==> config.mk <==
export PLATFORM = sky130hd
export DESIGN_NAME = tcb_register_backpressure
export DESIGN_NICKNAME = d
export VERILOG_FILES = /design/src/rtl/tcb_bus_pkg.sv /design/src/rtl/tcb_register_backpressure.sv
export SDC_FILE = /design/constraint.sdc
export NUM_CORES = 1
export LEC_CHECK = 0
export BUFFER_PORTS_ARGS = -buffer_cell sky130_fd_sc_hd__buf_2
export CORE_MARGIN = 10
export CORE_UTILIZATION = 35
export CTS_CLUSTER_SIZE = 16
export DETAILED_ROUTE_END_ITERATION = 8
export PLACE_DENSITY_LB_ADDON = 0.2
export SKIP_CTS_REPAIR_TIMING = 1
export SYNTH_ARGS = -nofsm -noshare
export SYNTH_HDL_FRONTEND = slang
export SYNTH_SLANG_ARGS = --single-unit
==> constraint.sdc <==
create_clock -name sub -period 4.4 [get_ports sub]
set_input_delay 0.66 -clock sub [delete_from_list [all_inputs] [get_ports sub]]
set_output_delay 0.66 -clock sub [all_outputs]
set_load 0.02 [all_outputs]
==> src/rtl/tcb_bus_pkg.sv <==
/*
  TCB bus package
  address, data, byte enable and status field types,
  plus the byte-lane write merge used by every subordinate
*/

`default_nettype none

package tcb_bus_pkg;

  ////////////////////////////////////////////////////////////
  // widths
  ////////////////////////////////////////////////////////////

  // byte address
  localparam int unsigned adr_width = 16;
  // data word
  localparam int unsigned dat_width = 32;
  // one enable per data byte
  localparam int unsigned byt_width = dat_width / 8;

  ////////////////////////////////////////////////////////////
  // field types
  ////////////////////////////////////////////////////////////

  typedef logic [adr_width-1:0] adr_t;
  typedef logic [dat_width-1:0] dat_t;
  typedef logic [byt_width-1:0] byt_t;

  // response status, error only for unmapped addresses
  typedef logic sts_t;
  localparam sts_t sts_ok  = 1'b0;
  localparam sts_t sts_err = 1'b1;

  // new word from old contents and write data, only enabled lanes change
  function automatic dat_t byte_merge(dat_t old, dat_t wdt, byt_t byt);
    dat_t res;
    res = old;
    for (int unsigned i = 0; i < byt_width; i++) begin
      if (byt[i]) res[8*i +: 8] = wdt[8*i +: 8];
    end
    return res;
  endfunction

endpackage

`default_nettype wire

==> src/rtl/tcb_register_backpressure.sv <==
/*
  TCB register slice on the ready path
  registers ready toward the manager, holds one stalled request
*/

`default_nettype none
`timescale 1ns/100ps

module tcb_register_backpressure (
  input  wire                logic sub,
  input  wire                logic reset,
  // manager side request (this module is its subordinate)
  input  wire                logic sub_vld,
  input  wire                logic sub_wen,
  input  tcb_bus_pkg::adr_t  sub_adr,
  input  tcb_bus_pkg::byt_t  sub_byt,
  input  tcb_bus_pkg::dat_t  sub_wdt,
  output logic               sub_rdy,
  // manager side response
  output logic               sub_rsp_vld,
  output tcb_bus_pkg::dat_t  sub_rdt,
  output tcb_bus_pkg::sts_t  sub_sts,
  // downstream request (this module is its manager)
  output logic               man_vld,
  output logic               man_wen,
  output tcb_bus_pkg::adr_t  man_adr,
  output tcb_bus_pkg::byt_t  man_byt,
  output tcb_bus_pkg::dat_t  man_wdt,
  input  wire                logic man_rdy,
  // downstream response
  input  wire                logic man_rsp_vld,
  input  tcb_bus_pkg::dat_t  man_rdt,
  input  tcb_bus_pkg::sts_t  man_sts
);

  ////////////////////////////////////////////////////////////
  // held request
  ////////////////////////////////////////////////////////////

  logic              tmp_wen;
  tcb_bus_pkg::adr_t tmp_adr;
  tcb_bus_pkg::byt_t tmp_byt;
  tcb_bus_pkg::dat_t tmp_wdt;

  // capture when accepted upstream but refused downstream
  always_ff @(posedge sub) begin
    if (sub_vld && sub_rdy && !man_rdy) begin
      tmp_wen <= sub_wen;
      tmp_adr <= sub_adr;
      tmp_byt <= sub_byt;
      tmp_wdt <= sub_wdt;
    end
  end

  // pass through while ready, replay the held copy while stalled
  assign man_vld = sub_rdy ? sub_vld : 1'b1;
  assign man_wen = sub_rdy ? sub_wen : tmp_wen;
  assign man_adr = sub_rdy ? sub_adr : tmp_adr;
  assign man_byt = sub_rdy ? sub_byt : tmp_byt;
  assign man_wdt = sub_rdy ? sub_wdt : tmp_wdt;

  ////////////////////////////////////////////////////////////
  // registered ready
  ////////////////////////////////////////////////////////////

  always_ff @(posedge sub) begin
    if (reset) begin
      sub_rdy <= 1'b1;
    end else if (sub_rdy) begin
      // drop after a transfer that downstream did not take
      sub_rdy <= !(sub_vld && !man_rdy);
    end else begin
      // held request goes out on this edge
      sub_rdy <= man_rdy;
    end
  end

  // response needs no buffering, no back-pressure on it
  assign sub_rsp_vld = man_rsp_vld;
  assign sub_rdt     = man_rdt;
  assign sub_sts     = man_sts;

endmodule

`default_nettype wire

Word-level counts from Yosys, hierarchy flattened
Cells that the tools add are included.
Word-level totals
  register bits after elaboration: 54
  bits in latches: 0
  bits in writable memories: 0
  bits in read-only memories: 0
  input port bits: 91
  output and inout bits: 89
  logic and storage cells: 16
  memories kept: 0
Cells by class
  add/subtract/negate cells: 0
  $mul: 0
  div/mod/pow operators: 0
  $lt $le $gt $ge: 0
  equal/unequal tests: 0
  shifts and indexed selects: 0
  muxes and demuxes: 6
  bitwise operators: 0
  reduce and logical (&&, ||, !) cells: 5
Operators with widths (number)
  $mux W32: 1
  $mux W16: 1
  $mux W4: 1
  $logic_and A1 B1 Y1: 3
  $mux W1: 3
  $logic_not A1 Y1: 2

Longest topological paths before layout
  depth in word-level cells: 4
  mapped depth: 4
  mapped depth without buffers: 2

Least setup slack after synthesis
No wires, ideal clock.
  path kind: register to register
  from: reg sub_rdy
  to: reg tmp_adr[0] (enable)
  library setup time: 0.465 ns
  arrival time: 3.093 ns
  required time: 3.935 ns
  path slack: 0.842 ns
  stages on the path, launching flop included: 5
  path buffers: 2
  clock period less this slack: 3.558 ns
  cells stage by stage: dfxtp_1 -> buf_6 -> buf_12 -> nand2_1 -> nor2_1
On the way
  word-level cells in the longest chain between the ends: 2
Ends and longest elaborated chain
  from (decl): line tcb_register_backpressure.sv:18  | output logic sub_rdy,
  from (signal assigned): line tcb_register_backpressure.sv:71  | sub_rdy <= !(sub_vld && !man_rdy);
  from (signal assigned): line tcb_register_backpressure.sv:74  | sub_rdy <= man_rdy;
  $logic_and A1 B1 Y1 (2 in a row): line tcb_register_backpressure.sv:47  | if (sub_vld && sub_rdy && !man_rdy) begin
  to (signal assigned): line tcb_register_backpressure.sv:49  | tmp_adr <= sub_adr;
  to (decl): line tcb_register_backpressure.sv:41  | tcb_bus_pkg::adr_t tmp_adr;
No other way between the ends.
A chain may end at the register's enable or synchronous reset.

Worst setup path in the final report
  from: reg sub_rdy
  to: out man_adr[8]
On the way
  word-level cells in the longest chain between the ends: 1
Ends and longest elaborated chain
  $mux W16: line tcb_register_backpressure.sv:58  | assign man_adr = sub_rdy ? sub_adr : tmp_adr;
  to (decl): line tcb_register_backpressure.sv:26  | output tcb_bus_pkg::adr_t man_adr,
No other way between the ends.

==> flow_metrics.py <==
metrics = {
    "clocking": {
        "clock-sinks": 54,
        "cts_tree": "done",
        "clock-root-buffer": "clkbuf_8",
        "cts_made_buffers": 5,
        "h-tree-depth": 2,
        "clk_latency_ns": 0.31,
        "clk_path_buf_depth": 2,
        "path_clk_slew_ns": 0.11,
    },
    "pwr": {
        "p_per_area_mw_per_mm2": 350.5,
        "total_power_w": 0.001137,
        "peakVddDrop_mv": 0.1703,
        "p_leak_nw": 1.493,
    },
    "setup_path": {
        "worstPathArrival_ns": 2.06,
        "critPathRequiredTime_ns": 3.74,
        "end_kind": "primary output",
        "critPathLaunchType": "register",
        "worstPathMaxFanout": 35,
        "r2r_setup_slack_ns": 2.07,
        "worstSetupPathType": "register to primary output",
    },
    "finish": {
        "diodes": 0,
        "final_layout_size_suffix_gt1_share_pct": 75.21,
        "syn_to_final_growth_pct": 16.60,
        "fill_cells": 705,
        "seq_area_sq_mm": 0.001615,
        "instances_no_fill": 336,
        "finalNetCount": 324,
        "multiInputGateArea_sq_um": 810.8,
    },
    "floorplanning": {
        "dieArea_sq_mm": 0.01191,
        "die_height_um": 109.1,
        "rows": 32,
        "start_util_pct": 35.99,
        "die_w_um": 109.1,
        "core_region_area_sq_mm": 0.007727,
        "io_pins": 180,
    },
    "drt": {
        "vias": 1497,
        "drt_iter0_drc": 75,
        "wl_per_cell_um": 18.43,
        "firstDrtPassIters": 2,
        "drt-total-wl_mm": 6.194,
        "ant_nets": 0,
        "drc_errors": 0,
        "vias_per_cell": 4.455,
    },
    "logic_synthesis": {
        "synth_top_family_by_area": "multiplexers",
        "synthCells": 152,
        "synthAdderAreaFrac_pct": 0,
        "synth_top_area_cell": "edfxtp_1",
        "synth_compound_area_share_pct": 0,
        "synth_area_leaders": "edfxtp_1 57%, mux2_4 26%, buf_4 9.2%, buf_12 3.6%, mux2_2 1.6%",
        "synth.top_cell.area_share_pct": 57.22,
        "syn-num-nets": 243,
        "syn_area_sq_mm": 0.002781,
        "yosys.area_share.xor_xnor_pct": 0,
        "yosysSeqAreaShare_pct": 57.94,
        "synthSimpleGateAreaFrac_pct": 0.8097,
        "synth_cell_types": 10,
        "syn_avg_cell_area_sq_um": 18.30,
        "synth_mux_area_share_pct": 28.07,
        "ys_warn_count": 0,
        "ys_ff_latch": 54,
    },
    "timing": {
        "grt_setup_unrepaired": "false",
        "min_period_ns": 2.715,
        "slew_viol_final": 0,
        "setup_ws_ns": 1.685,
        "fmax_mhz": 368.3,
        "setup_viol": 0,
        "final.setup_skew_ns": 0.01354,
        "fin_crit_sh_pct": 61.71,
        "tns_ns": 0,
        "hold_viol": 0,
        "relSlewSlack_pct": 38.35,
        "tightest_slew_ns": 0.9225,
        "hold_slack_ns": 0.5340,
    },
    "flow_run": {
        "maxCapViolations": 0,
    },
    "place": {
        "port_buffers": 111,
        "gp_congestion": 0.6620,
        "dp_hpwl_mm": 4.799,
        "dp_slack_ns": 1.990,
        "dp_cells": 328,
    },
    "global_route": {
        "gr-usage-all-layers_pct": 9.865,
        "grt_pass1_vias": 1675,
        "grt_max_degree": 36,
        "antenna_found_initial": 0,
        "grt_overflow": 0,
        "grt_pass1_wl_mm": 9.204,
    },
    "min_path": {
        "holdCritPathClass": "input port to register",
    },
    "status": {
        "status": "completed",
    },
}
## layout make-up
type / instances / area share, %
sequential: 54 / 49.81
multi-input combinational: 58 / 25.00
timing repair buffer: 114 / 17.82
tap: 102 / 3.935
clock buffer: 5 / 2.122
clock inverter: 3 / 1.312
## metal layers
metal	global-route usage (%)	vias to the layer above	wire, um
li1	-	690	-
met2	15.25	102	2894
met5	0	-	0
met4	3.672	0	143
met1	10.32	675	2201
met3	6.962	30	955
## kinds of logic (layout without fill, tap and decap cells)
| group | after synthesis | in the layout |
|---|---|---|
| muxes | 53 | 53 |
| DFF | 54 | 54 |
| buffers and inverters | 40 | 122 |
| and+or+nand+nor | 5 | 5 |
## worst max-delay path, stage by stage (launching register included)
cell and delay [ns]:
dfxtp_4 0.75, buf_4 0.48, mux2_4 0.34, buf_2 0.16
## cell usage after synthesis
master / n
mux2_2: 4
buf_12: 5
nand2_1: 2
dfxtp_1: 1
edfxtp_1: 53
or2b_1: 1
buf_6: 1
buf_4: 34
nor2_1: 2
mux2_4: 49
## state kept, by name, indices dropped and copies added, names as in the netlist
| register | count |
|---|---|
| tmp_adr | 16 |
| tmp_wen | 1 |
| tmp_byt | 4 |
| sub_rdy | 1 |
| tmp_wdt | 32 |
## cells in the final DEF, fill, tap and decap left out, types with 2 or more instances in the layout
cell type / synthesis / layout
buf_4: 34 / 3
edfxtp_1: 53 / 53
mux2_2: 4 / 4
clkbuf_8: 0 / 5
mux2_4: 49 / 49
buf_2: 0 / 111
nand2_1: 2 / 2
## power breakdown
| part | switching (W) | internal (W) | total (W) |
|---|---|---|---|
| logic | 0.000102 | 0.0000967 | 0.000199 |
| registers | 0.0000125 | 0.000590 | 0.000602 |
| clock network | 0.000166 | 0.000170 | 0.000336 |
## worst paths after layout
| check | start | end | cells past startpoint |
|---|---|---|---|
| worst min register to register | sub_rdy$_SDFF_PP1_ | sub_rdy$_SDFF_PP1_ | 2 |
| worst min-delay path | sub_adr[0] | tmp_adr[0]$_DFFE_PP_ | 1 |
| worst max-delay path | sub_rdy$_SDFF_PP1_ | man_adr[8] | 3 |
| worst max register to register | sub_rdy$_SDFF_PP1_ | tmp_wdt[7]$_DFFE_PP_ | 3 |
## metrics by stage
| stage | area, sq um | util, % |
|---|---|---|
| floorplan | 2781 | - |
| global placement | 3132 | 40.53 |
| global route | 3243 | 41.97 |
| finish | 3243 | 41.97 |
| detailed placement | 3132 | 40.53 |
| CTS | 3243 | 41.97 |
Power figures use the tool's default switching activity.
