===== src/rtl/tcb_bus_pkg.sv =====
/*
  TCB bus package
  address, data, byte enable and status field types,
  plus the byte-lane write merge used by every subordinate
*/

`default_nettype none

package tcb_bus_pkg;

  ////////////////////////////////////////////////////////////
  // widths
  ////////////////////////////////////////////////////////////

  // byte address
  localparam int unsigned adr_width = 16;
  // data word
  localparam int unsigned dat_width = 32;
  // one enable per data byte
  localparam int unsigned byt_width = dat_width / 8;

  ////////////////////////////////////////////////////////////
  // field types
  ////////////////////////////////////////////////////////////

  typedef logic [adr_width-1:0] adr_t;
  typedef logic [dat_width-1:0] dat_t;
  typedef logic [byt_width-1:0] byt_t;

  // response status, error only for unmapped addresses
  typedef logic sts_t;
  localparam sts_t sts_ok  = 1'b0;
  localparam sts_t sts_err = 1'b1;

  // new word from old contents and write data, only enabled lanes change
  function automatic dat_t byte_merge(dat_t old, dat_t wdt, byt_t byt);
    dat_t res;
    res = old;
    for (int unsigned i = 0; i < byt_width; i++) begin
      if (byt[i]) res[8*i +: 8] = wdt[8*i +: 8];
    end
    return res;
  endfunction

endpackage

`default_nettype wire


===== src/rtl/tcb_map_pkg.sv =====
/*
  TCB subsystem address map package
  decode regions, window limits, register offsets and identity word
*/

`default_nettype none

package tcb_map_pkg;

  // decode result of one request address
  typedef enum logic [1:0] {
    region_none = 2'd0,
    region_mem  = 2'd1,
    region_regs = 2'd2
  } region_t;

  // memory window, further bounded by the memory depth
  localparam tcb_bus_pkg::adr_t mem_base  = 16'h0000;
  localparam tcb_bus_pkg::adr_t mem_last  = 16'h0FFF;

  // register window
  localparam tcb_bus_pkg::adr_t regs_base = 16'h1000;
  localparam tcb_bus_pkg::adr_t regs_last = 16'h100F;

  // register offsets inside the register window
  typedef logic [3:0] ofs_t;
  localparam ofs_t reg_id_ofs      = 4'h0;
  localparam ofs_t reg_scratch_ofs = 4'h4;
  localparam ofs_t reg_wait_ofs    = 4'h8;

  // identity word, read only
  localparam tcb_bus_pkg::dat_t id_value = 32'h7CB0_0001;

  // memory wait-state count
  typedef logic [3:0] wait_t;

endpackage

`default_nettype wire


===== src/rtl/tcb_status_regs.sv =====
/*
  TCB status register bank
  identity, scratch and wait-state registers, always ready
*/

`default_nettype none
`timescale 1ns/100ps

module tcb_status_regs (
  input  wire                logic sub,
  input  wire                logic reset,
  input  wire                logic vld,
  input  wire                logic wen,
  input  tcb_bus_pkg::adr_t  adr,
  input  tcb_bus_pkg::byt_t  byt,
  input  tcb_bus_pkg::dat_t  wdt,
  output logic               rdy,
  output logic               rsp_vld,
  output tcb_bus_pkg::dat_t  rdt,
  output tcb_map_pkg::wait_t wait_cycles
);

  // no wait states here
  assign rdy = 1'b1;

  ////////////////////////////////////////////////////////////
  // offset decode
  ////////////////////////////////////////////////////////////

  tcb_map_pkg::ofs_t ofs;
  logic              trn;
  logic              sel_scratch;
  logic              sel_wait;

  // only the low address bits matter inside the window
  assign ofs         = adr[3:0];
  assign trn         = vld && rdy;
  assign sel_scratch = (ofs == tcb_map_pkg::reg_scratch_ofs);
  assign sel_wait    = (ofs == tcb_map_pkg::reg_wait_ofs);

  ////////////////////////////////////////////////////////////
  // registers
  ////////////////////////////////////////////////////////////

  tcb_bus_pkg::dat_t scratch;
  tcb_bus_pkg::dat_t wait_word;

  // wait value sits in lane 0, upper bits read as zero
  assign wait_word = tcb_bus_pkg::dat_t'(wait_cycles);

  // ID is read only, writes to it and unknown offsets are dropped
  always_ff @(posedge sub) begin
    if (reset) begin
      scratch     <= '0;
      wait_cycles <= '0;
    end else if (trn && wen) begin
      if (sel_scratch) scratch <= tcb_bus_pkg::byte_merge(scratch, wdt, byt);
      if (sel_wait && byt[0]) wait_cycles <= wdt[3:0];
    end
  end

  ////////////////////////////////////////////////////////////
  // read response
  ////////////////////////////////////////////////////////////

  // writes answer with zero data
  always_ff @(posedge sub) begin
    if (trn) begin
      if (wen) begin
        rdt <= '0;
      end else begin
        case (ofs)
          tcb_map_pkg::reg_id_ofs:      rdt <= tcb_map_pkg::id_value;
          tcb_map_pkg::reg_scratch_ofs: rdt <= scratch;
          tcb_map_pkg::reg_wait_ofs:    rdt <= wait_word;
          default:                      rdt <= '0;
        endcase
      end
    end
  end

  always_ff @(posedge sub) begin
    if (reset) rsp_vld <= 1'b0;
    else       rsp_vld <= trn;
  end

endmodule

`default_nettype wire


===== config.mk =====
export PLATFORM = sky130hd
export DESIGN_NAME = tcb_status_regs
export DESIGN_NICKNAME = d
export VERILOG_FILES = /design/src/rtl/tcb_bus_pkg.sv /design/src/rtl/tcb_map_pkg.sv /design/src/rtl/tcb_status_regs.sv
export SDC_FILE = /design/constraint.sdc
export NUM_CORES = 1
export LEC_CHECK = 0
export BUFFER_PORTS_ARGS = -buffer_cell sky130_fd_sc_hd__buf_4
export CAP_MARGIN = 10
export CORE_ASPECT_RATIO = 2
export CORE_MARGIN = 3
export CORE_UTILIZATION = 46
export DETAILED_ROUTE_END_ITERATION = 7
export GPL_TIMING_DRIVEN = 1
export PLACE_DENSITY = 0.85
export SYNTH_ARGS = -nofsm -noshare
export SYNTH_HDL_FRONTEND = slang
export SYNTH_SLANG_ARGS = --single-unit

===== constraint.sdc =====
create_clock -name sub -period 1.4 [get_ports sub]
set_input_delay 0.28 -clock sub [delete_from_list [all_inputs] [get_ports sub]]
set_output_delay 0.28 -clock sub [all_outputs]
set_load 0.01 [all_outputs]

* Yosys cells after proc, flatten, opt, wreduce, memory -nomap -nowiden
Cells that the tools add are included.
** Cells by class
- Reductions and logical operators :: 8
- Muxes and demuxes :: 1
- Equal/unequal tests :: 2
** Operators with widths (number)
- 32-bit case mux with 3 select lines :: 1
- 3-bit AND reduction :: 4
- 4-bit by 3-bit equality test with 1-bit output (second input constant) :: 1
- 4-bit equality test (second input constant) :: 1
- 4-bit zero test :: 1
- 1-bit logical AND :: 2
- 2-bit AND reduction :: 1
** Storage, ports and cells
- Output and inout bits :: 38
- Input bits :: 56
- Register bits :: 69

* Depth between registers and ports, before layout
Gate-level depths: netlist of the first run.
- Depth in word-level cells :: 3
- Depth in mapped cells :: 5
- Gate-level depth less buffers :: 3

* Worst setup path before layout of the first run
OpenSTA, ideal clock, no wires.
- Path kind :: in2reg
- From :: in adr[1]
- To :: reg rdt[20] (data pin)
- Data arrival time :: 1.226 ns
- Buffers on the path :: 2
- Slack :: 0.034 ns
- Stages :: 5
- Data required time :: 1.260 ns
- Cells stage by stage :: or3_1 > buf_2 > or2_1 > buf_4 > a21oi_2
** Between the ends
- Cells in the longest elaborated chain, start to end :: 2
- Elaborated cells between the ends (all ways) :: 4
- Those cells by class :: eq/ne (2); mux (1); reduce/logical (1)
** RTL lines
- from (decl) :: RTL line tcb_status_regs.sv:14 : input tcb_bus_pkg::adr_t adr,
- 4-bit equality test (tied with other cells) :: RTL line tcb_status_regs.sv:72 : case (ofs)
- 32-bit case mux with 3 select lines * :: RTL line tcb_status_regs.sv:72
- to (signal assigned) :: RTL line tcb_status_regs.sv:73 : tcb_map_pkg::reg_id_ofs: rdt <= tcb_map_pkg::id_value;
- to (signal assigned) :: RTL line tcb_status_regs.sv:74 : tcb_map_pkg::reg_scratch_ofs: rdt <= scratch;
- to (signal assigned) :: RTL line tcb_status_regs.sv:75 : tcb_map_pkg::reg_wait_ofs: rdt <= wait_word;
- to (decl) :: RTL line tcb_status_regs.sv:19 : output tcb_bus_pkg::dat_t rdt,
Every way passes the cells marked *; elsewhere a longest branch is shown, timed or not.
A chain may end at the register's enable or synchronous reset.

* Worst setup path in the final report of the first run
- From :: in adr[1]
- To :: reg rdt[30] (data pin)
Same word-level chain as after synthesis.

==> flow_metrics.tcl, run 1 <==
set metrics [dict create \
    routed_via_density 4.82 \
    finalCritPeriodShare 0.884 \
    drive_gt1_frac 0.390 \
    maxCapViolations 0 \
    hold_class "in2reg" \
    die_w_microns 63.1 \
    synth-edff-count 32 \
    row_count 41 \
    hold_buffers 0 \
    yosysWarnings 0 \
    synthArstFlopShare 0 \
    ys_seq_area_frac 0.568 \
    die-area_sq_um 7570 \
    setup_ws_ns 0.162 \
    syn_inst 255 \
    initial_core_util 0.475 \
    synth.avg_cell_area_sq_um 11.7 \
    cp-start-kind "primary input" \
    fmax_mhz 808 \
    crit_required_ns 1.58 \
    p_per_area_nw_per_um2 1110 \
    r2r-end "rdt[1]" \
    track_usage 0.177 \
    clk_latency_ns 0.32 \
    wl_mm 6.29 \
    grt_overflow 0 \
    tns_ns 0 \
    cts_tree "built" \
    skew_ns 0.00242 \
    syn-num-nets 311 \
    coreArea_sq_um 6310 \
    area_growth_pct 37.4 \
    ys_ff_latch 69 \
    rsz0062_at_grt "no" \
    cts_max_level 3 \
    regToRegSetupSlack_ns 0.61 \
    critPathMaxFanout 8 \
    final_max_slew_viol_count 0 \
    reg2reg_from "wait_cycles[1]" \
    drc_errors 0 \
    drt-initial-drc-count 95 \
    cp-startpoint "adr[1]" \
    status "finished, final reports clean" \
    arrival_ns 1.41 \
    pre_cts_ws_ns -0.169 \
    leakagePower_nw 1.66 \
    clock_sinks 69 \
    netlist_area_sq_um 2990 \
    io_buffers 80 \
    grt_pass1_wl_mm 10.1 \
    critPathCapture "rdt[30]" \
    cts_resized 0 \
    gp_congestion 0.764 \
    finalCriticalPeriod_ns 1.24 \
    drt_first_pass_iters 4 \
    wl_per_cell_microns 14.2 \
    r2r_cells 2 \
    crit_path_end_kind "flop" \
    cts_root_buf "clkbuf_16" \
    boundaryPins 94 \
    die_h_microns 120 \
    hold_viol_final 0 \
    vdd_drop_max_uv 654 \
    cts_buffer_depth 2 \
    critPathKind "in2reg" \
    dp_hpwl_mm 4.63 \
    clk_pin_slew_worst_paths_ns 0.05 \
    grt_pass1_vias 2168 \
    cts_made_buffers 9 \
    postCtsSetupRepairBufs 0 \
    ys_types 28 \
    synth_ff_type "dfxtp_1" \
    finalSetupViolations 0 \
    ant_nets 0 \
    final_nets 407 \
    diodes 0 \
    antenna_found_initial 0 \
    vias 2132 \
    grt_max_degree 44 \
]
## worst min-delay path by stage
stage / start / to / slack (ns) / cells after the start
floorplan: vld / rdt[0] / 0.39 / 0
global placement: scratch[7] / scratch[7] / 0.45 / 2
detailed placement: scratch[4] / scratch[4] / 0.46 / 2
CTS: wdt[15] / scratch[15] / 0.21 / 3
global route: wdt[16] / scratch[16] / 0.23 / 3
finish: wdt[15] / scratch[15] / 0.22 / 3
## per-layer routing
metal  part of all wire  GRT usage
met5                  0          0
met4              0.058      0.137
met3              0.051     0.0496
met2               0.53      0.299
met1               0.36      0.179
## logic make-up (layout without fill, tap and decap cells)
family	Yosys count	count (layout)	share of synthesized area
other cells	1	1	0.00125
mux	24	24	0.0802
buf+inv	29	130	0.0460
compound gates	25	25	0.0752
flops	69	69	0.568
simple gates	107	107	0.229
## cells in the final DEF (no fill, tap or decap), types with 3 or more instances in the layout
master       n
nor2_1       4
clkbuf_16    9
clkinv_2     5
edfxtp_1    32
and2_1      21
a22oi_1      3
o21ai_1      4
nor2b_1     11
buf_12       4
nand2b_1    49
inv_1        9
nand4_1      8
mux2i_1     24
a21oi_2      8
dfxtp_1     37
nand4b_1     4
buf_4      101
o31ai_2      8
and3_1       3
## state kept, by name, indices dropped and copies added (netlist names)
name         count
wait_cycles      4
rdt             32
rsp_vld          1
scratch         32
## through the flow
stage / utilization / std cells / cell area, sq um / hold WS (ns) / power (W)
finish: 0.652 / 442 / 4110 / 0.221 / 0.00458
global route: 0.652 / 442 / 4110 / 0.231 / 0.00474
CTS: 0.652 / 442 / 4110 / 0.214 / 0.00462
detailed placement: 0.608 / 426 / 3840 / 0.455 / 0.00256
global placement: 0.608 / 426 / 3840 / 0.452 / 0.00255
floorplan: - / 255 / 2990 / 0.392 / 0.00233
## cell type report
cell class                      instances  area, sq um
Inverter                                9         33.8
Timing Repair Buffer                  105          838
Multi-Input combinational cell        157         1150
Fill cell                             495         2200
Clock inverter                          5         25.0
Clock buffer                           11          253
Tap cell                               86          108
Sequential cell                        69         1700
## Yosys cell counts, types with 3 or more instances
library cell / n / area [sq um]
nor2_1: 4 / 15.0
edfxtp_1: 32 / 961
nand2b_1: 49 / 307
mux2i_1: 24 / 240
nand4_1: 8 / 50.1
nor2b_1: 11 / 68.8
inv_1: 9 / 33.8
a22oi_1: 3 / 22.5
buf_4: 5 / 37.5
o31ai_2: 8 / 100
a21oi_2: 8 / 70.1
and2_1: 21 / 131
dfxtp_1: 37 / 741
and3_1: 3 / 18.8
o21ai_1: 4 / 20.0
nand4b_1: 4 / 35.0
buf_2: 8 / 40.0
clkbuf_1: 6 / 22.5
## power breakdown
| group | switching (W) | internal (W) |
|---|---|---|
| sequential | 0.0000129 | 0.00215 |
| combinational | 0.000157 | 0.000203 |
| clock | 0.000788 | 0.00128 |
## critical path, stage by stage
cell and delay, ns:
buf_4 0.11, or3_1 0.43, or2_1 0.40, a21oi_2 0.18
(Power assumes the default switching activity.)
==> run 2: changes to the inputs <==
--- a/config.mk
+++ b/config.mk
@@ -13,6 +13,7 @@
 export DETAILED_ROUTE_END_ITERATION = 7
 export GPL_TIMING_DRIVEN = 1
 export PLACE_DENSITY = 0.85
+export REMOVE_ABC_BUFFERS = 1
 export SYNTH_ARGS = -nofsm -noshare
 export SYNTH_HDL_FRONTEND = slang
 export SYNTH_SLANG_ARGS = --single-unit
==> run 2 against run 1 <==
Effect of this change: flip-flop and latch count is the same; critical path depth is the same; fmax grew 2.4%; critical endpoint is now rdt[27]; largest power group is now clock; highest routed layer unchanged.
==> flow_metrics.tcl, run 2 (synthesized netlist as in run 1, its figures left out) <==
set metrics [dict create \
    clk_latency_ns 0.32 \
    cts_made_buffers 9 \
    grt_overflow 0 \
    regToRegSetupSlack_ns 0.58 \
    r2r-end "rdt[0]" \
    r2r_cells 3 \
    cp-start-kind "primary input" \
    comb_power_share 0.076 \
    status "finished, final reports clean" \
    skew_ns 0.00418 \
    grt_pass1_vias 2057 \
    area_growth_pct 37.2 \
    ant_nets 0 \
    reg.largest.list "rdt: 32 flops, scratch: 32 flops, wait_cycles: 4 flops" \
    swShare 0.197 \
    p_per_area_nw_per_um2 1140 \
    cts_root_buf "clkbuf_16" \
    wl_per_cell_microns 13.9 \
    finalSetupViolations 0 \
    critPathCapture "rdt[27]" \
    final_util 0.651 \
    crit_required_ns 1.58 \
    io_buffers 80 \
    clock_sinks 69 \
    finalCritPeriodShare 0.864 \
    hold_class "in2reg" \
    power.internal_w 0.00376 \
    antenna_found_initial 0 \
    cts_tree "built" \
    gp_congestion 0.796 \
    cts_resized 0 \
    initial_core_util 0.475 \
    maxCapViolations 0 \
    cts_buffer_depth 2 \
    grt_max_degree 42 \
    routed_via_density 4.75 \
    reg2reg_from "wait_cycles[0]" \
    row_count 41 \
    die_w_microns 63.1 \
    drt_first_pass_iters 4 \
    grt_pass1_wl_mm 9.65 \
    boundaryPins 94 \
    die-area_sq_um 7570 \
    hold_buffers 0 \
    rsz0062_at_grt "no" \
    critPathMaxFanout 8 \
    fmax_mhz 827 \
    cts_max_level 3 \
    drive_gt1_frac 0.369 \
    power_w 0.00469 \
    diodes 0 \
    drt-initial-drc-count 67 \
    vias 2080 \
    clk_pin_slew_worst_paths_ns 0.05 \
    finalCriticalPeriod_ns 1.21 \
    crit_path_end_kind "flop" \
    final_common_cell "buf_4" \
    p_switching_w 0.000924 \
    coreArea_sq_um 6310 \
    critPathKind "in2reg" \
    drc_errors 0 \
    hold_viol_final 0 \
    wl_mm 6.08 \
    dp_hpwl_mm 4.41 \
    vdd_drop_max_uv 907 \
    leakagePower_nw 1.64 \
    cp-startpoint "adr[1]" \
    final_cell_mix "buf_4 (96), nand2b_1 (49), dfxtp_1 (37), edfxtp_1 (32), mux2i_1 (24)" \
    final_nets 403 \
    postCtsSetupRepairBufs 0 \
    final_max_slew_viol_count 0 \
    p_seq_frac 0.461 \
    fin_hold_ws_ns 0.220 \
    pwr-share-clk 0.463 \
    die_h_microns 120 \
    arrival_ns 1.39 \
    track_usage 0.170 \
]
==> run 2: routing by layer <==
layer / wire length (microns) / global-route usage / vias up
met5: 0 / 0 / -
met4: 201 / 0.112 / 0
met3: 229 / 0.0524 / 10
met2: 3410 / 0.295 / 56
met1: 2240 / 0.172 / 957
li1: - / - / 1057
==> run 2: worst max-delay path, cell delays in order <==
cell     delay (ns)
buf_4          0.11
or3_1          0.41
or2_1          0.41
a21oi_2        0.17
==> run 2: worst min path at each step <==
stage	cells past startpoint	startpoint	to	slack (ns)
floorplan	1	reset	rsp_vld	0.35
global placement	2	scratch[5]	scratch[5]	0.45
detailed placement	2	scratch[5]	scratch[5]	0.45
CTS	3	wdt[13]	scratch[13]	0.20
global route	3	wdt[12]	scratch[12]	0.22
finish	3	wdt[13]	scratch[13]	0.22
==> run 2: stage by stage <==
| stage | TNS (ns) | instance area [sq um] | std cells | setup WS (ns) |
|---|---|---|---|---|
| detailed placement | -3.05 | 3820 | 422 | -0.158 |
| floorplan | -3.85 | 2890 | 235 | -0.127 |
| global route | 0 | 4110 | 438 | 0.123 |
| CTS | 0 | 4110 | 438 | 0.192 |
| global placement | -2.18 | 3820 | 422 | -0.104 |
| finish | 0 | 4110 | 438 | 0.191 |
==> run 2: final cells by class <==
class	count	area, sq um
Inverter	9	33.8
Clock buffer	13	250
Clock inverter	3	37.5
Fill cell	502	2200
Tap cell	86	108
Sequential cell	69	1700
Multi-Input combinational cell	157	1150
Timing Repair Buffer	101	821
==> run 2: power by group through the flow <==
| stage | registers, W | logic, W | clock network [W] |
|---|---|---|---|
| 5_1_grt | 0.00216 | 0.000386 | 0.00230 |
| 3_3_place_gp | 0.00220 | 0.000356 | 0 |
| 3_5_place_dp | 0.00220 | 0.000361 | 0 |
| 6_report | 0.00216 | 0.000357 | 0.00217 |
| 4_1_cts | 0.00216 | 0.000362 | 0.00223 |
| 2_1_floorplan | 0.00222 | 0.0000786 | 0 |
==> run 3: changes to the inputs <==
--- a/config.mk
+++ b/config.mk
@@ -12,8 +12,10 @@
 export CORE_UTILIZATION = 46
 export DETAILED_ROUTE_END_ITERATION = 7
 export GPL_TIMING_DRIVEN = 1
+export MAX_ROUTING_LAYER = met4
 export PLACE_DENSITY = 0.85
 export REMOVE_ABC_BUFFERS = 1
+export SLEW_MARGIN = 20
 export SYNTH_ARGS = -nofsm -noshare
 export SYNTH_HDL_FRONTEND = slang
 export SYNTH_SLANG_ARGS = --single-unit
==> run 3 against run 2 <==
Effect of this change: combinational power barely moved; routed wire length about the same; first-iteration DRC count grew 1.5%; utilization unchanged; critical endpoint unchanged; hold slack hardly changed; global-route usage increased by 0.47 points; flip-flop and latch count unchanged; total power about the same; clock skew is essentially flat; sequential share of layout area unchanged; sequential power about the same.
==> flow_metrics.tcl, run 3 (synthesized netlist as in run 1, its figures left out) <==
set metrics [dict create \
    fmax_mhz 825 \
    row_count 41 \
    hold_class "in2reg" \
    cts_resized 0 \
    placed_cells 422 \
    ant_nets 0 \
    critPathMaxFanout 8 \
    clock_sinks 69 \
    maxCapViolations 0 \
    wl_per_cell_microns 13.9 \
    finalNonFillerCells 438 \
    finalCritPeriodShare 0.865 \
    antenna_found_initial 0 \
    reg2reg_from "wait_cycles[0]" \
    drive_gt1_frac 0.369 \
    cp-start-kind "primary input" \
    clk_pin_slew_worst_paths_ns 0.05 \
    area_growth_pct 37.2 \
    track_usage 0.175 \
    finalCriticalPeriod_ns 1.21 \
    clk_latency_ns 0.32 \
    routed_via_density 4.78 \
    die-area_sq_um 7570 \
    crit_required_ns 1.58 \
    status "finished, final reports clean" \
    r2r-end "rdt[0]" \
    dp_hpwl_mm 4.41 \
    cts_root_buf "clkbuf_16" \
    regToRegSetupSlack_ns 0.58 \
    grt_max_degree 42 \
    cts_max_level 3 \
    postCtsSetupRepairBufs 0 \
    p_per_area_nw_per_um2 1140 \
    final_common_cell "buf_4" \
    cts_buffer_depth 2 \
    cp-startpoint "adr[1]" \
    final_cell_mix "buf_4 (96), nand2b_1 (49), dfxtp_1 (37), edfxtp_1 (32), mux2i_1 (24)" \
    hold_buffers 0 \
    critPathKind "in2reg" \
    diodes 0 \
    grt_overflow 0 \
    cts_tree "built" \
    critPathSlowestCell "or3_1" \
    crit_chain "buf_4 -> or3_1 -> or2_1 -> a21oi_2" \
    boundaryPins 94 \
    grt_pass1_wl_mm 9.65 \
    reg.largest.list "rdt: 32 flops, scratch: 32 flops, wait_cycles: 4 flops" \
    final_nets 403 \
    fin_hold_ws_ns 0.220 \
    drc_errors 0 \
    grt_pass1_vias 2051 \
    finalSetupViolations 0 \
    vdd_drop_max_uv 907 \
    finalInstanceArea_sq_um 4110 \
    final_max_slew_viol_count 0 \
    arrival_ns 1.39 \
    skew_ns 0.00442 \
    max_stage_delay_ns 0.41 \
    hold_viol_final 0 \
    gp_congestion 0.808 \
    rsz0062_at_grt "no" \
    io_buffers 80 \
    leakagePower_nw 1.64 \
    postPlaceCellArea_sq_um 3820 \
    initial_core_util 0.475 \
    coreArea_sq_um 6310 \
    vias 2093 \
    die_h_microns 120 \
    drt-initial-drc-count 68 \
    crit_path_end_kind "flop" \
    nFillCells 502 \
    wl_mm 6.07 \
    r2r_cells 3 \
    cts_made_buffers 9 \
    drt_first_pass_iters 4 \
    critPathCapture "rdt[27]" \
    die_w_microns 63.1 \
]
[run 3: routing by layer]
metal	track usage	share of wire
met1	0.171	0.36
met2	0.295	0.56
met3	0.0524	0.047
met4	0.112	0.033
met5	-	0
[run 3: worst min path at each step]
stage | startpoint | endpoint | slack, ns | cells after the start
2_1_floorplan | reset | rsp_vld | 0.35 | 1
3_3_place_gp | scratch[5] | scratch[5] | 0.45 | 2
3_5_place_dp | scratch[5] | scratch[5] | 0.45 | 2
4_1_cts | wdt[13] | scratch[13] | 0.20 | 3
5_1_grt | wdt[12] | scratch[12] | 0.22 | 3
6_report | wdt[13] | scratch[13] | 0.22 | 3
[run 3: power breakdown]
group	leakage (nW)	switching (W)	internal (W)	total, W
clock	0.139	0.000752	0.00141	0.00217
sequential	0.629	0.0000119	0.00215	0.00216
combinational	0.870	0.000156	0.000201	0.000356
[run 3: final cells by class]
type	instances	area (sq um)	share of cell area
flip-flops and latches	69	1700	0.414
multi-input cells	157	1150	0.281
repair buffers	101	821	0.200
clock buffers	13	250	0.0609
well taps	86	108	0.0262
clock inverters	3	37.5	0.00914
inverters	9	33.8	0.00823
[run 3: critical path, delay by kind of cell]
kind                   cells  cell delay (ns)
buffers and inverters      1             0.11
AO/OA/AOI/OAI              1             0.17
AND/OR/NAND/NOR            2             0.82
[run 3: stage by stage]
stage | setup TNS, ns | power (W) | utilization | setup slack, ns
CTS | 0 | 0.00475 | 0.651 | 0.192
finish | 0 | 0.00468 | 0.651 | 0.188
global route | 0 | 0.00485 | 0.651 | 0.123
detailed placement | -3.05 | 0.00256 | 0.605 | -0.158
floorplan | -3.85 | 0.00230 | - | -0.127
global placement | -2.18 | 0.00256 | 0.605 | -0.104
