### config.mk
export PLATFORM = sky130hd
export DESIGN_NAME = tcb_decoder
export DESIGN_NICKNAME = d
export VERILOG_FILES = /design/src/rtl/tcb_bus_pkg.sv /design/src/rtl/tcb_map_pkg.sv /design/src/rtl/tcb_decoder.sv
export SDC_FILE = /design/constraint.sdc
export NUM_CORES = 1
export LEC_CHECK = 0
export BUFFER_PORTS_ARGS = -buffer_cell sky130_fd_sc_hd__clkbuf_2
export CAP_MARGIN = 20
export CELL_PAD_IN_SITES_DETAIL_PLACEMENT = 0
export CELL_PAD_IN_SITES_GLOBAL_PLACEMENT = 2
export CORE_MARGIN = 2
export CORE_UTILIZATION = 11
export DETAILED_ROUTE_END_ITERATION = 16
export PLACE_DENSITY_LB_ADDON = 0.1
export SLEW_MARGIN = 25
export SYNTH_ARGS = -nofsm -noshare
export SYNTH_HDL_FRONTEND = slang
export SYNTH_SLANG_ARGS = --single-unit
### constraint.sdc
create_clock -name sub -period 2.8 [get_ports sub]
set_clock_uncertainty 0.05 [all_clocks]
set_input_delay 0.42 -clock sub [delete_from_list [all_inputs] [get_ports sub]]
set_output_delay 0.42 -clock sub [all_outputs]
set_load 0.005 [all_outputs]
### src/rtl/tcb_bus_pkg.sv
/*
  TCB bus package
  address, data, byte enable and status field types,
  plus the byte-lane write merge used by every subordinate
*/

`default_nettype none

package tcb_bus_pkg;

  ////////////////////////////////////////////////////////////
  // widths
  ////////////////////////////////////////////////////////////

  // byte address
  localparam int unsigned adr_width = 16;
  // data word
  localparam int unsigned dat_width = 32;
  // one enable per data byte
  localparam int unsigned byt_width = dat_width / 8;

  ////////////////////////////////////////////////////////////
  // field types
  ////////////////////////////////////////////////////////////

  typedef logic [adr_width-1:0] adr_t;
  typedef logic [dat_width-1:0] dat_t;
  typedef logic [byt_width-1:0] byt_t;

  // response status, error only for unmapped addresses
  typedef logic sts_t;
  localparam sts_t sts_ok  = 1'b0;
  localparam sts_t sts_err = 1'b1;

  // new word from old contents and write data, only enabled lanes change
  function automatic dat_t byte_merge(dat_t old, dat_t wdt, byt_t byt);
    dat_t res;
    res = old;
    for (int unsigned i = 0; i < byt_width; i++) begin
      if (byt[i]) res[8*i +: 8] = wdt[8*i +: 8];
    end
    return res;
  endfunction

endpackage

`default_nettype wire

### src/rtl/tcb_map_pkg.sv
/*
  TCB subsystem address map package
  decode regions, window limits, register offsets and identity word
*/

`default_nettype none

package tcb_map_pkg;

  // decode result of one request address
  typedef enum logic [1:0] {
    region_none = 2'd0,
    region_mem  = 2'd1,
    region_regs = 2'd2
  } region_t;

  // memory window, further bounded by the memory depth
  localparam tcb_bus_pkg::adr_t mem_base  = 16'h0000;
  localparam tcb_bus_pkg::adr_t mem_last  = 16'h0FFF;

  // register window
  localparam tcb_bus_pkg::adr_t regs_base = 16'h1000;
  localparam tcb_bus_pkg::adr_t regs_last = 16'h100F;

  // register offsets inside the register window
  typedef logic [3:0] ofs_t;
  localparam ofs_t reg_id_ofs      = 4'h0;
  localparam ofs_t reg_scratch_ofs = 4'h4;
  localparam ofs_t reg_wait_ofs    = 4'h8;

  // identity word, read only
  localparam tcb_bus_pkg::dat_t id_value = 32'h7CB0_0001;

  // memory wait-state count
  typedef logic [3:0] wait_t;

endpackage

`default_nettype wire

### src/rtl/tcb_decoder.sv
/*
  TCB address decoder
  routes requests to memory or register bank, selects ready,
  steers responses back and answers unmapped addresses with an error
*/

`default_nettype none
`timescale 1ns/100ps

module tcb_decoder #(
  parameter int unsigned mem_words = 256
) (
  input  wire                logic sub,
  input  wire                logic reset,
  // upstream request and response
  input  wire                logic vld,
  input  wire                logic wen,
  input  tcb_bus_pkg::adr_t  adr,
  input  tcb_bus_pkg::byt_t  byt,
  input  tcb_bus_pkg::dat_t  wdt,
  output logic               rdy,
  output logic               rsp_vld,
  output tcb_bus_pkg::dat_t  rdt,
  output tcb_bus_pkg::sts_t  sts,
  // memory
  output logic               mem_vld,
  output logic               mem_wen,
  output tcb_bus_pkg::adr_t  mem_adr,
  output tcb_bus_pkg::byt_t  mem_byt,
  output tcb_bus_pkg::dat_t  mem_wdt,
  input  wire                logic mem_rdy,
  input  wire                logic mem_rsp_vld,
  input  tcb_bus_pkg::dat_t  mem_rdt,
  // register bank
  output logic               regs_vld,
  output logic               regs_wen,
  output tcb_bus_pkg::adr_t  regs_adr,
  output tcb_bus_pkg::byt_t  regs_byt,
  output tcb_bus_pkg::dat_t  regs_wdt,
  input  wire                logic regs_rdy,
  input  wire                logic regs_rsp_vld,
  input  tcb_bus_pkg::dat_t  regs_rdt
);

  // window sizes in bytes, memory bounded by its depth
  localparam int unsigned mem_win  = tcb_map_pkg::mem_last - tcb_map_pkg::mem_base + 1;
  localparam int unsigned mem_span = (mem_words * 4 < mem_win) ? mem_words * 4 : mem_win;
  localparam int unsigned regs_win = tcb_map_pkg::regs_last - tcb_map_pkg::regs_base + 1;

  ////////////////////////////////////////////////////////////
  // request decode
  ////////////////////////////////////////////////////////////

  tcb_bus_pkg::adr_t    mem_ofs;
  tcb_bus_pkg::adr_t    regs_ofs;
  tcb_map_pkg::region_t region;

  // offsets wrap below the base, so one compare per window is enough
  assign mem_ofs  = adr - tcb_map_pkg::mem_base;
  assign regs_ofs = adr - tcb_map_pkg::regs_base;

  always_comb begin
    if (32'(mem_ofs) < mem_span)       region = tcb_map_pkg::region_mem;
    else if (32'(regs_ofs) < regs_win) region = tcb_map_pkg::region_regs;
    else                               region = tcb_map_pkg::region_none;
  end

  // valid only toward the selected subordinate, payload shared
  assign mem_vld  = vld && (region == tcb_map_pkg::region_mem);
  assign mem_wen  = wen;
  assign mem_adr  = adr;
  assign mem_byt  = byt;
  assign mem_wdt  = wdt;
  assign regs_vld = vld && (region == tcb_map_pkg::region_regs);
  assign regs_wen = wen;
  assign regs_adr = adr;
  assign regs_byt = byt;
  assign regs_wdt = wdt;

  // unmapped requests are taken at once
  always_comb begin
    case (region)
      tcb_map_pkg::region_mem:  rdy = mem_rdy;
      tcb_map_pkg::region_regs: rdy = regs_rdy;
      default:                  rdy = 1'b1;
    endcase
  end

  ////////////////////////////////////////////////////////////
  // response steering
  ////////////////////////////////////////////////////////////

  tcb_map_pkg::region_t rsp_region;
  logic                 err_vld;

  // region of the last transfer, error pulse for unmapped ones
  always_ff @(posedge sub) begin
    if (reset) begin
      rsp_region <= tcb_map_pkg::region_none;
      err_vld    <= 1'b0;
    end else begin
      if (vld && rdy) rsp_region <= region;
      err_vld <= vld && rdy && (region == tcb_map_pkg::region_none);
    end
  end

  always_comb begin
    case (rsp_region)
      tcb_map_pkg::region_mem: begin
        rsp_vld = mem_rsp_vld;
        rdt     = mem_rdt;
        sts     = tcb_bus_pkg::sts_ok;
      end
      tcb_map_pkg::region_regs: begin
        rsp_vld = regs_rsp_vld;
        rdt     = regs_rdt;
        sts     = tcb_bus_pkg::sts_ok;
      end
      default: begin
        rsp_vld = err_vld;
        rdt     = '0;
        sts     = tcb_bus_pkg::sts_err;
      end
    endcase
  end

endmodule

`default_nettype wire

Word-level counts from Yosys, hierarchy flattened
Cells that the tools add are included.
Operators by class
  add/subtract/negate cells: 1
  multiplexer cells: 6
  $lt $le $gt $ge: 2
  equality and inequality tests: 4
  reduce and logical (&&, ||, !) cells: 6
Operator list (number)
  32-bit one-hot mux with 2 select lines: 1
  16-bit by 11-bit < comparator with 1-bit output, second input constant: 1
  16-bit by 5-bit < comparator with 1-bit output, second input constant: 1
  16-bit by 13-bit subtractor with 16-bit output, second input constant: 1
  2-bit by 1-bit == test with 1-bit output, second input constant: 2
  2-bit == test, second input constant: 2
  1-bit logical AND: 4
  2-bit two-way mux: 2
  1-bit one-hot mux with 2 select lines: 2
  2-bit zero test: 1
  2-bit OR reduction: 1
  1-bit two-way mux: 1
Storage, ports and cells
  bits in registers: 3
  logic and storage cells: 21
  output and inout bits: 143

Logic depth before layout (Yosys ltp)
Gate-level depths: netlist (run 1).
  depth after elaboration: 8
  depth in mapped cells: 6
  depth with buffers taken out: 4

Worst setup path after synthesis (run 1)
Ideal clock, no wire load.
  path type: input-to-output
  from: in adr[8]
  to: out regs_vld
  setup slack: 873 ps
  path buffers: 0
  stages on the path: 3
  required time: 2330 ps
  arrival: 1457 ps
  cell sequence: or4_4 -> or3_4 -> nor4_4
Between the ends
  cells in the longest elaborated chain, start to end: 6
  elaborated cells between the ends (all ways): 7
  those cells by class: 1 x add/sub; 2 x order compare; 1 x eq/ne; 2 x mux; 1 x reduce/logical
RTL lines
  from (decl): RTL line tcb_decoder.sv:18  | input tcb_bus_pkg::adr_t adr,
  16-bit by 13-bit subtractor with 16-bit output: RTL line tcb_decoder.sv:60  | assign regs_ofs = adr - tcb_map_pkg::regs_base;
  16-bit by 5-bit < comparator with 1-bit output: RTL line tcb_decoder.sv:64  | else if (32'(regs_ofs) < regs_win) region = tcb_map_pkg::region_regs;
  2-bit two-way mux: RTL line tcb_decoder.sv:64
  2-bit two-way mux *: RTL line tcb_decoder.sv:63  | if (32'(mem_ofs) < mem_span) region = tcb_map_pkg::region_mem;
  2-bit == test *: RTL line tcb_decoder.sv:74  | assign regs_vld = vld && (region == tcb_map_pkg::region_regs);
  1-bit logical AND *: RTL line tcb_decoder.sv:74
  to (decl): RTL line tcb_decoder.sv:35  | output logic regs_vld,
Every way passes the cells marked *; elsewhere a longest branch is shown, timed or not.

Worst setup path in the final report (run 1)
Ends and elaborated chain as after synthesis.

==> results_dict.tcl, run 1 <==
set metrics [dict create \
    vias_per_cell 3.34 \
    clock_path_buffers 2 \
    synth_warnings 0 \
    outcome "finished clean" \
    syn_avg_cell_area_sq_um 6.87 \
    wl_per_cell_microns 12.1 \
    intPower_mw 0.289 \
    die_y_microns 120 \
    critPathCaptureType "primary output" \
    first_pass_iters 4 \
    coreArea_sq_um 13100 \
    final_common_cell "clkbuf_2" \
    crit_family "simple AND/OR/NAND/NOR gates" \
    first_global_vias 1413 \
    dp_hpwl_microns 4310 \
    ir_worst_vdd_mv 0.184 \
    grtUsageTotal 0.0665 \
    ys_ff_latch 3 \
    cp.required_ns 2.33 \
    place_area_sq_um 1610 \
    met2WireLength_microns 2460 \
    rows 42 \
    vias 1421 \
    h-tree-depth 1 \
    min_path_type "input port to register" \
    io_buffer_count 143 \
    maxSlewHeadroom 0.692 \
    power_per_cell_area_nw_per_um2 215 \
    min_period_ns 2.20 \
    p_leak_nw 0.804 \
    ctsRootBufferMaster "clkbuf_16" \
    fillers 1566 \
    start_util 0.112 \
    fin_crit_sh 0.787 \
    grt-ovfl-total 0 \
    cts_sinks 3 \
    die_x_microns 120 \
    syn_nets 340 \
    worst_pin_slew_ns 0.462 \
    place.gp.congestion 0.635 \
    synth.cell_area_sq_um 1470 \
    synth_top_area_cell "buf_4" \
    cts_resized 0 \
    drc_errors 0 \
    maxCapViolations 0 \
    layout-drive-gt1-share 0.631 \
    wl_met3_microns 685 \
    grt_max_degree 18 \
    worstSkewPairLatency_ns 0.22 \
    finalHoldViolCount 0 \
    path_max_fanout 3 \
    most-common-layout-cells "clkbuf_2 (143), nor2_1 (35), a22oi_1 (33)" \
    worstPathArrival_ns 1.73 \
    cts_tree "done" \
    critPathSlowestCell "or4_4" \
    grt_pass1_wl_microns 7510 \
    rsz0062_at_grt "false" \
    drv_slew 0 \
    m1WireLength_microns 1790 \
    wl_microns 5140 \
    final_antenna_net_count 0 \
    slowest_delay_ns 0.54 \
    crit_path_frequent_cell "clkbuf_2" \
    final_nets 376 \
    tns_ns 0 \
    synthCells 214 \
    seqPwrFrac 0.122 \
    io-pin-count 267 \
    cp_cell_sequence "clkbuf_2 > or4_4 > or3_4 > nor4_4 > clkbuf_2" \
    setup.worst_path.start_class "input port" \
    dieArea_sq_um 14300 \
    p_sw_mw 0.0745 \
    highest_layer "met4" \
    critical_path_class "input port to primary output" \
    setup_viol 0 \
    cts_hold_buf 0 \
    area_growth_pct 14.9 \
    p_clk_frac 0.613 \
    combPwrFrac 0.265 \
    grt_antenna_before_repair 0 \
    switching_share 0.205 \
    cp.buffers_inverters 2 \
    diodes 0 \
    ys_types 21 \
    cts-buffers-inserted 3 \
    ys_seq_area_frac 0.0409 \
    synth_top_area_frac 0.541 \
    max_freq_ghz 0.454 \
    fin_area_sq_um 1690 \
    synthTopCellsByArea "buf_4 (54%), a22oi_1 (17%), nor2_1 (8.9%)" \
    cts_setup_buffers 0 \
    drt_iter0_markers 32 \
    clk_pin_slew_worst_paths_ns 0.03 \
]
## power by group through the flow
stage / Sequential, mW / Clock (mW) / Combinational [mW]
floorplan: 0.0446 / 0 / 0.134
global placement: 0.0450 / 0 / 0.0992
detailed placement: 0.0449 / 0 / 0.0982
CTS: 0.0443 / 0.227 / 0.0987
global route: 0.0445 / 0.232 / 0.107
finish: 0.0444 / 0.223 / 0.0964
## final timing paths
| kind | start | endpoint | slack, ns | cells past startpoint |
|---|---|---|---|---|
| worst max-delay path | adr[8] | regs_vld | 0.60 | 5 |
| worst min-delay path | reset | err_vld | 0.39 | 2 |
| worst max register to register | rsp_region[1] | rsp_region[1] | 2.07 | 1 |
| worst min register to register | rsp_region[0] | rsp_region[0] | 0.51 | 1 |
## final cells by class
cell class	instances	area, sq um	area share
timing repair buffer	149	761	0.450
multi-input combinational	88	551	0.326
tap	176	220	0.130
clock buffer	4	78.8	0.0467
sequential	3	60.1	0.0356
inverter	5	18.8	0.0111
## synth_stat cells
master	number
inv_1	5
a21oi_1	1
nor4b_2	1
a32o_1	1
a22oi_1	33
buf_4	106
or3_4	1
o21ai_0	1
nor4_4	1
clkbuf_1	12
o21bai_1	1
dfxtp_1	3
nor2_1	35
ha_1	2
or4_4	1
nor3_1	3
nand2_1	2
a32o_2	1
a2bb2oi_1	1
o21ai_1	1
nor2b_1	2
## cell families (layout without fill, tap and decap cells)
kind of cell,Yosys count,in the layout,synth area share
compound gates,40,40,0.204
fa+ha+maj,2,2,0.0170
simple gates,46,46,0.153
flops,3,3,0.0409
buf+inv,123,158,0.585
## flip-flops by register name, indices dropped and copies added, names as in the netlist
register	count
rsp_region	2
err_vld	1
## routing by layer
layer,track usage,vias to the layer above
li1,-,680
met1,0.0652,618
met2,0.118,100
met3,0.0318,23
met4,0.0309,0
met5,0,-
## metrics by stage
| stage | std cells | power (mW) | util | setup slack [ns] | hold slack, ns |
|---|---|---|---|---|---|
| detailed placement | 421 | 0.143 | 0.123 | 0.587 | 0.507 |
| global route | 425 | 0.384 | 0.129 | 0.437 | 0.409 |
| floorplan | 214 | 0.178 | - | 0.873 | 0.447 |
| CTS | 425 | 0.370 | 0.129 | 0.537 | 0.383 |
| global placement | 421 | 0.144 | 0.123 | 0.574 | 0.499 |
| finish | 425 | 0.363 | 0.129 | 0.596 | 0.389 |
No activity file was read; power rests on OpenSTA's default activity.
==> run 2: changes to the inputs <==
--- a/config.mk
+++ b/config.mk
@@ -10,7 +10,7 @@
 export CELL_PAD_IN_SITES_DETAIL_PLACEMENT = 0
 export CELL_PAD_IN_SITES_GLOBAL_PLACEMENT = 2
 export CORE_MARGIN = 2
-export CORE_UTILIZATION = 11
+export CORE_UTILIZATION = 10
 export DETAILED_ROUTE_END_ITERATION = 16
 export PLACE_DENSITY_LB_ADDON = 0.1
 export SLEW_MARGIN = 25
==> constraint.sdc (replaced) <==
create_clock -name sub -period 2 [get_ports sub]
set_clock_uncertainty 0.05 [all_clocks]
set_input_delay 0.3 -clock sub [delete_from_list [all_inputs] [get_ports sub]]
set_output_delay 0.3 -clock sub [all_outputs]
set_load 0.005 [all_outputs]
==> run 2 against run 1 <==
Compared with the run above:
- the run now ends with setup timing left
- utilization down 0.79 points
- combinational power increased by 44%
- cell count rose by 2.4%
- global-route usage is 0.48 points lower
- non-clock buffer count is 2 higher
- largest cell class unchanged
- highest routed layer unchanged
==> results_dict.tcl, run 2 (synthesis gave the netlist of run 1 again) <==
set metrics [dict create \
    diodes 0 \
    path_max_fanout 3 \
    rows 44 \
    ctsRootBufferMaster "clkbuf_16" \
    h-tree-depth 1 \
    grt_pass1_wl_microns 7760 \
    setup_viol 1 \
    cts_hold_buf 0 \
    worst_pin_slew_ns 0.285 \
    setup.worst_path.start_class "input port" \
    io_buffer_count 143 \
    fin_area_sq_um 1740 \
    first_pass_iters 4 \
    layout-drive-gt1-share 0.637 \
    cts_sinks 3 \
    worstPathArrival_ns 1.65 \
    critPathSlowestCell "or4_4" \
    final_common_cell "clkbuf_2" \
    cp.required_ns 1.65 \
    min_path_type "input port to register" \
    die_x_microns 125 \
    outcome "complete, but fails checks" \
    die_y_microns 125 \
    max_freq_ghz 0.499 \
    ir_worst_vdd_mv 0.180 \
    maxCapViolations 0 \
    clock_path_buffers 2 \
    most-common-layout-cells "clkbuf_2 (142), nor2_1 (35), a22oi_1 (32)" \
    power_per_cell_area_nw_per_um2 296 \
    cts_tree "done" \
    start_util 0.102 \
    finalHoldViolCount 0 \
    drc_errors 0 \
    wl_per_cell_microns 12.0 \
    rsz0062_at_grt "true" \
    cts-buffers-inserted 3 \
    cp.buffers_inverters 2 \
    final.setup.worst_slack_ns -0.00491 \
    fillers 1713 \
    fin_util 0.121 \
    crit_family "simple AND/OR/NAND/NOR gates" \
    grt_antenna_before_repair 0 \
    min_period_ns 2.00 \
    clk_pin_slew_worst_paths_ns 0.03 \
    cp_cell_sequence "clkbuf_8 > or4_4 > or3_4 > nor4_4 > clkbuf_2" \
    worstSkewPairLatency_ns 0.22 \
    critPathCaptureType "primary output" \
    io-pin-count 267 \
    p_leak_nw 0.824 \
    place.gp.congestion 0.693 \
    fin_crit_sh 1.00 \
    vias_per_cell 3.30 \
    wl_microns 5230 \
    drv_slew 0 \
    largest_reg_flops 2 \
    place_area_sq_um 1650 \
    grt-ovfl-total 0 \
    area_growth_pct 18.4 \
    reg_top3 "rsp_region x2, err_vld x1" \
    maxSlewHeadroom 0.809 \
    dieArea_sq_um 15700 \
    regMostFlops "rsp_region" \
    coreArea_sq_um 14400 \
    critical_path_class "input port to primary output" \
    slowest_delay_ns 0.53 \
    dp_hpwl_microns 4410 \
    final_nets 378 \
    grt_max_degree 24 \
    final_antenna_net_count 0 \
    violations "setup timing" \
    drt_iter0_markers 15 \
    grtUsageTotal 0.0617 \
    first_global_vias 1443 \
    vias 1435 \
]
run 2: cell count changes in the layout (fill, tap and decap cells not counted):
cell	previous run	this run
clkbuf_8	0	1
clkbuf_2	143	142
a22oi_2	0	1
buf_4	6	7
buf_12	0	1
a22oi_1	33	32
run 2: worst paths after layout:
check                      from             to  slack [ns]  depth (start not counted)
setup / recovery         adr[9]       regs_vld      -0.005                          5
hold / removal            reset        err_vld        0.25                          2
setup reg to reg  rsp_region[1]  rsp_region[1]        1.27                          1
hold reg to reg   rsp_region[1]  rsp_region[1]        0.51                          1
run 2: what timing repair did:
item | 4_1_cts | 5_1_grt
gates resized for setup | 1 | 1
buffers inserted | 0 | 0
pin swaps | 0 | 0
endpoints found under the setup margin | 1 | 2
run 2: final cells by class:
type	instances	area, sq um	area share
clock buffers	4	78.8	0.0453
inverters	5	18.8	0.0108
multi-input cells	88	556	0.319
flip-flops and latches	3	60.1	0.0345
well taps	184	230	0.132
repair buffers	151	797	0.458
run 2: where the power goes:
part | switching, mW | internal, mW | leakage, nW
logic | 0.0559 | 0.0835 | 0.761
registers | 0.000375 | 0.0615 | 0.0244
clock network | 0.0518 | 0.263 | 0.0382
total | 0.108 | 0.408 | 0.824
run 2: layer usage:
metal  vias to the layer above  global-route usage  routed length, microns
met5                         -                   0                       0
met4                         0              0.0248                     158
met3                        32              0.0317                     755
met2                       117               0.106                    2520
met1                       599              0.0635                    1800
li1                        687                   -                       -
run 2: metrics by stage:
stage	setup TNS, ns	hold slack, ns	power, mW	worst slack, ns	std cells
floorplan	0	0.327	0.250	0.313	214
detailed placement	-0.0191	0.485	0.203	-0.0191	431
global route	-0.0708	0.263	0.548	-0.0708	435
finish	-0.00491	0.252	0.516	-0.00491	435
CTS	-0.0227	0.254	0.524	-0.0227	435
global placement	0	0.486	0.205	0.0183	431
==> run 3: changes to the inputs <==
--- a/config.mk
+++ b/config.mk
@@ -8,9 +8,9 @@
 export BUFFER_PORTS_ARGS = -buffer_cell sky130_fd_sc_hd__clkbuf_2
 export CAP_MARGIN = 20
 export CELL_PAD_IN_SITES_DETAIL_PLACEMENT = 0
-export CELL_PAD_IN_SITES_GLOBAL_PLACEMENT = 2
-export CORE_MARGIN = 2
-export CORE_UTILIZATION = 10
+export CELL_PAD_IN_SITES_GLOBAL_PLACEMENT = 1
+export CORE_MARGIN = 1
+export CORE_UTILIZATION = 13
 export DETAILED_ROUTE_END_ITERATION = 16
 export PLACE_DENSITY_LB_ADDON = 0.1
 export SLEW_MARGIN = 25
==> run 3 against run 2 <==
Compared with the run above:
- sequential power barely moved
- fmax grew 2.3%
- clock power is essentially flat
- cell area down 1.9%
- the run now ends clean
- critical path type unchanged
==> results_dict.tcl, run 3 (synthesis gave the netlist of run 1 again) <==
set metrics [dict create \
    power_per_cell_area_nw_per_um2 301 \
    die_x_microns 108 \
    io-pin-count 267 \
    ir_worst_vdd_mv 0.133 \
    h-tree-depth 1 \
    rr_endpoint "rsp_region[1]" \
    diodes 0 \
    whs_path_depth 2 \
    grtUsageTotal 0.0793 \
    vias 1423 \
    min_from "reset" \
    whs_endpoint "err_vld" \
    wl_per_cell_microns 13.6 \
    p_leak_nw 0.826 \
    maxSlewHeadroom 0.815 \
    p_sw_mw 0.107 \
    combPwrFrac 0.267 \
    worst_pin_slew_ns 0.276 \
    fin_area_sq_um 1710 \
    startpoint "adr[8]" \
    grt_pass1_wl_microns 7080 \
    start_util 0.134 \
    fillers 1293 \
    cp.required_ns 1.65 \
    min_path_type "input port to register" \
    seqPwrFrac 0.120 \
    hold_slack_ns 0.265 \
    fin_crit_sh 0.979 \
    r2r_setup_slack_ns 1.28 \
    first_global_vias 1360 \
    final_common_cell "clkbuf_2" \
    worstSkewPairLatency_ns 0.22 \
    place_area_sq_um 1620 \
    first_pass_iters 4 \
    place.gp.congestion 0.613 \
    grt-ovfl-total 0 \
    drc_errors 0 \
    ctsRootBufferMaster "clkbuf_16" \
    cts-buffers-inserted 3 \
    fin_util 0.156 \
    tns_ns 0 \
    most-common-layout-cells "clkbuf_2 (141), nor2_1 (35), a22oi_1 (33)" \
    final_nets 378 \
    critPathCaptureType "primary output" \
    grt_max_degree 30 \
    vias_per_cell 3.64 \
    die_y_microns 108 \
    min_period_ns 1.96 \
    drv_slew 0 \
    clock_path_buffers 2 \
    reg2reg_from "rsp_region[1]" \
    cts_sinks 3 \
    rsz0062_at_grt "true" \
    cts_hold_buf 0 \
    clk_pin_slew_worst_paths_ns 0.03 \
    cts_tree "done" \
    setup.worst_path.start_class "input port" \
    setup_viol 0 \
    largest_reg_flops 2 \
    io_buffer_count 143 \
    area_growth_pct 16.2 \
    max_freq_ghz 0.510 \
    rows 38 \
    reg_top3 "rsp_region x2, err_vld x1" \
    switching_share 0.207 \
    dieArea_sq_um 11700 \
    dp_hpwl_microns 4630 \
    final_antenna_net_count 0 \
    path_max_fanout 2 \
    maxCapViolations 0 \
    p_clk_frac 0.612 \
    finalHoldViolCount 0 \
    regMostFlops "rsp_region" \
    outcome "finished clean" \
    r2r_cells 1 \
    wl_microns 5340 \
    drt_iter0_markers 27 \
    critical_path_class "input port to primary output" \
    coreArea_sq_um 10900 \
    intPower_mw 0.407 \
    worstPathArrival_ns 1.61 \
    layout-drive-gt1-share 0.641 \
    grt_antenna_before_repair 0 \
]
run 3: per-stage QoR:
stage | instances | setup slack [ns] | total power [mW]
after CTS | 391 | 0.00426 | 0.524
after global routing | 391 | -0.00636 | 0.539
after global placement | 387 | 0.0309 | 0.204
after detailed placement | 387 | 0.0188 | 0.202
final | 391 | 0.0410 | 0.514
after floorplan | 214 | 0.313 | 0.250
run 3: area by class of cell:
cell class | instances | area, sq um | area share
well taps | 140 | 175 | 0.103
flip-flops and latches | 3 | 60.1 | 0.0352
clock buffers | 4 | 78.8 | 0.0462
inverters | 5 | 18.8 | 0.0110
multi-input cells | 88 | 556 | 0.325
repair buffers | 151 | 820 | 0.480
run 3: worst max-delay path by stage:
stage | endpoint | cells past startpoint | slack, ns
6_report | regs_vld | 5 | 0.04
5_1_grt | regs_vld | 5 | -0.006
4_1_cts | rdt[27] | 6 | 0.004
3_5_place_dp | regs_vld | 5 | 0.02
3_3_place_gp | regs_vld | 5 | 0.03
2_1_floorplan | regs_vld | 3 | 0.31
run 3: repair_timing:
item	4_1_cts	5_1_grt
gates cloned	0	0
gates resized for setup	1	3
setup buffers	0	0
pin swaps	0	0
endpoints found under the setup margin	3	29
run 3: per-layer routing:
metal  track usage  vias to the layer above  part of all wire
met5             0                        -                 0
met4        0.0347                        0             0.021
met3        0.0205                       17              0.11
met2         0.164                       96              0.57
met1        0.0701                      621              0.30
li1              -                      689                 -
run 3: power groups by stage:
stage,combinational (mW),sequential [mW],clock [mW]
floorplan,0.187,0.0625,0
finish,0.137,0.0618,0.315
detailed placement,0.139,0.0626,0
CTS,0.140,0.0618,0.322
global route,0.153,0.0619,0.324
global placement,0.141,0.0626,0
run 3: worst max-delay path, cell delays in order:
cell,delay (ns)
buf_6,0.09
or4_4,0.53
or3_4,0.36
nor4_4,0.16
buf_2,0.16
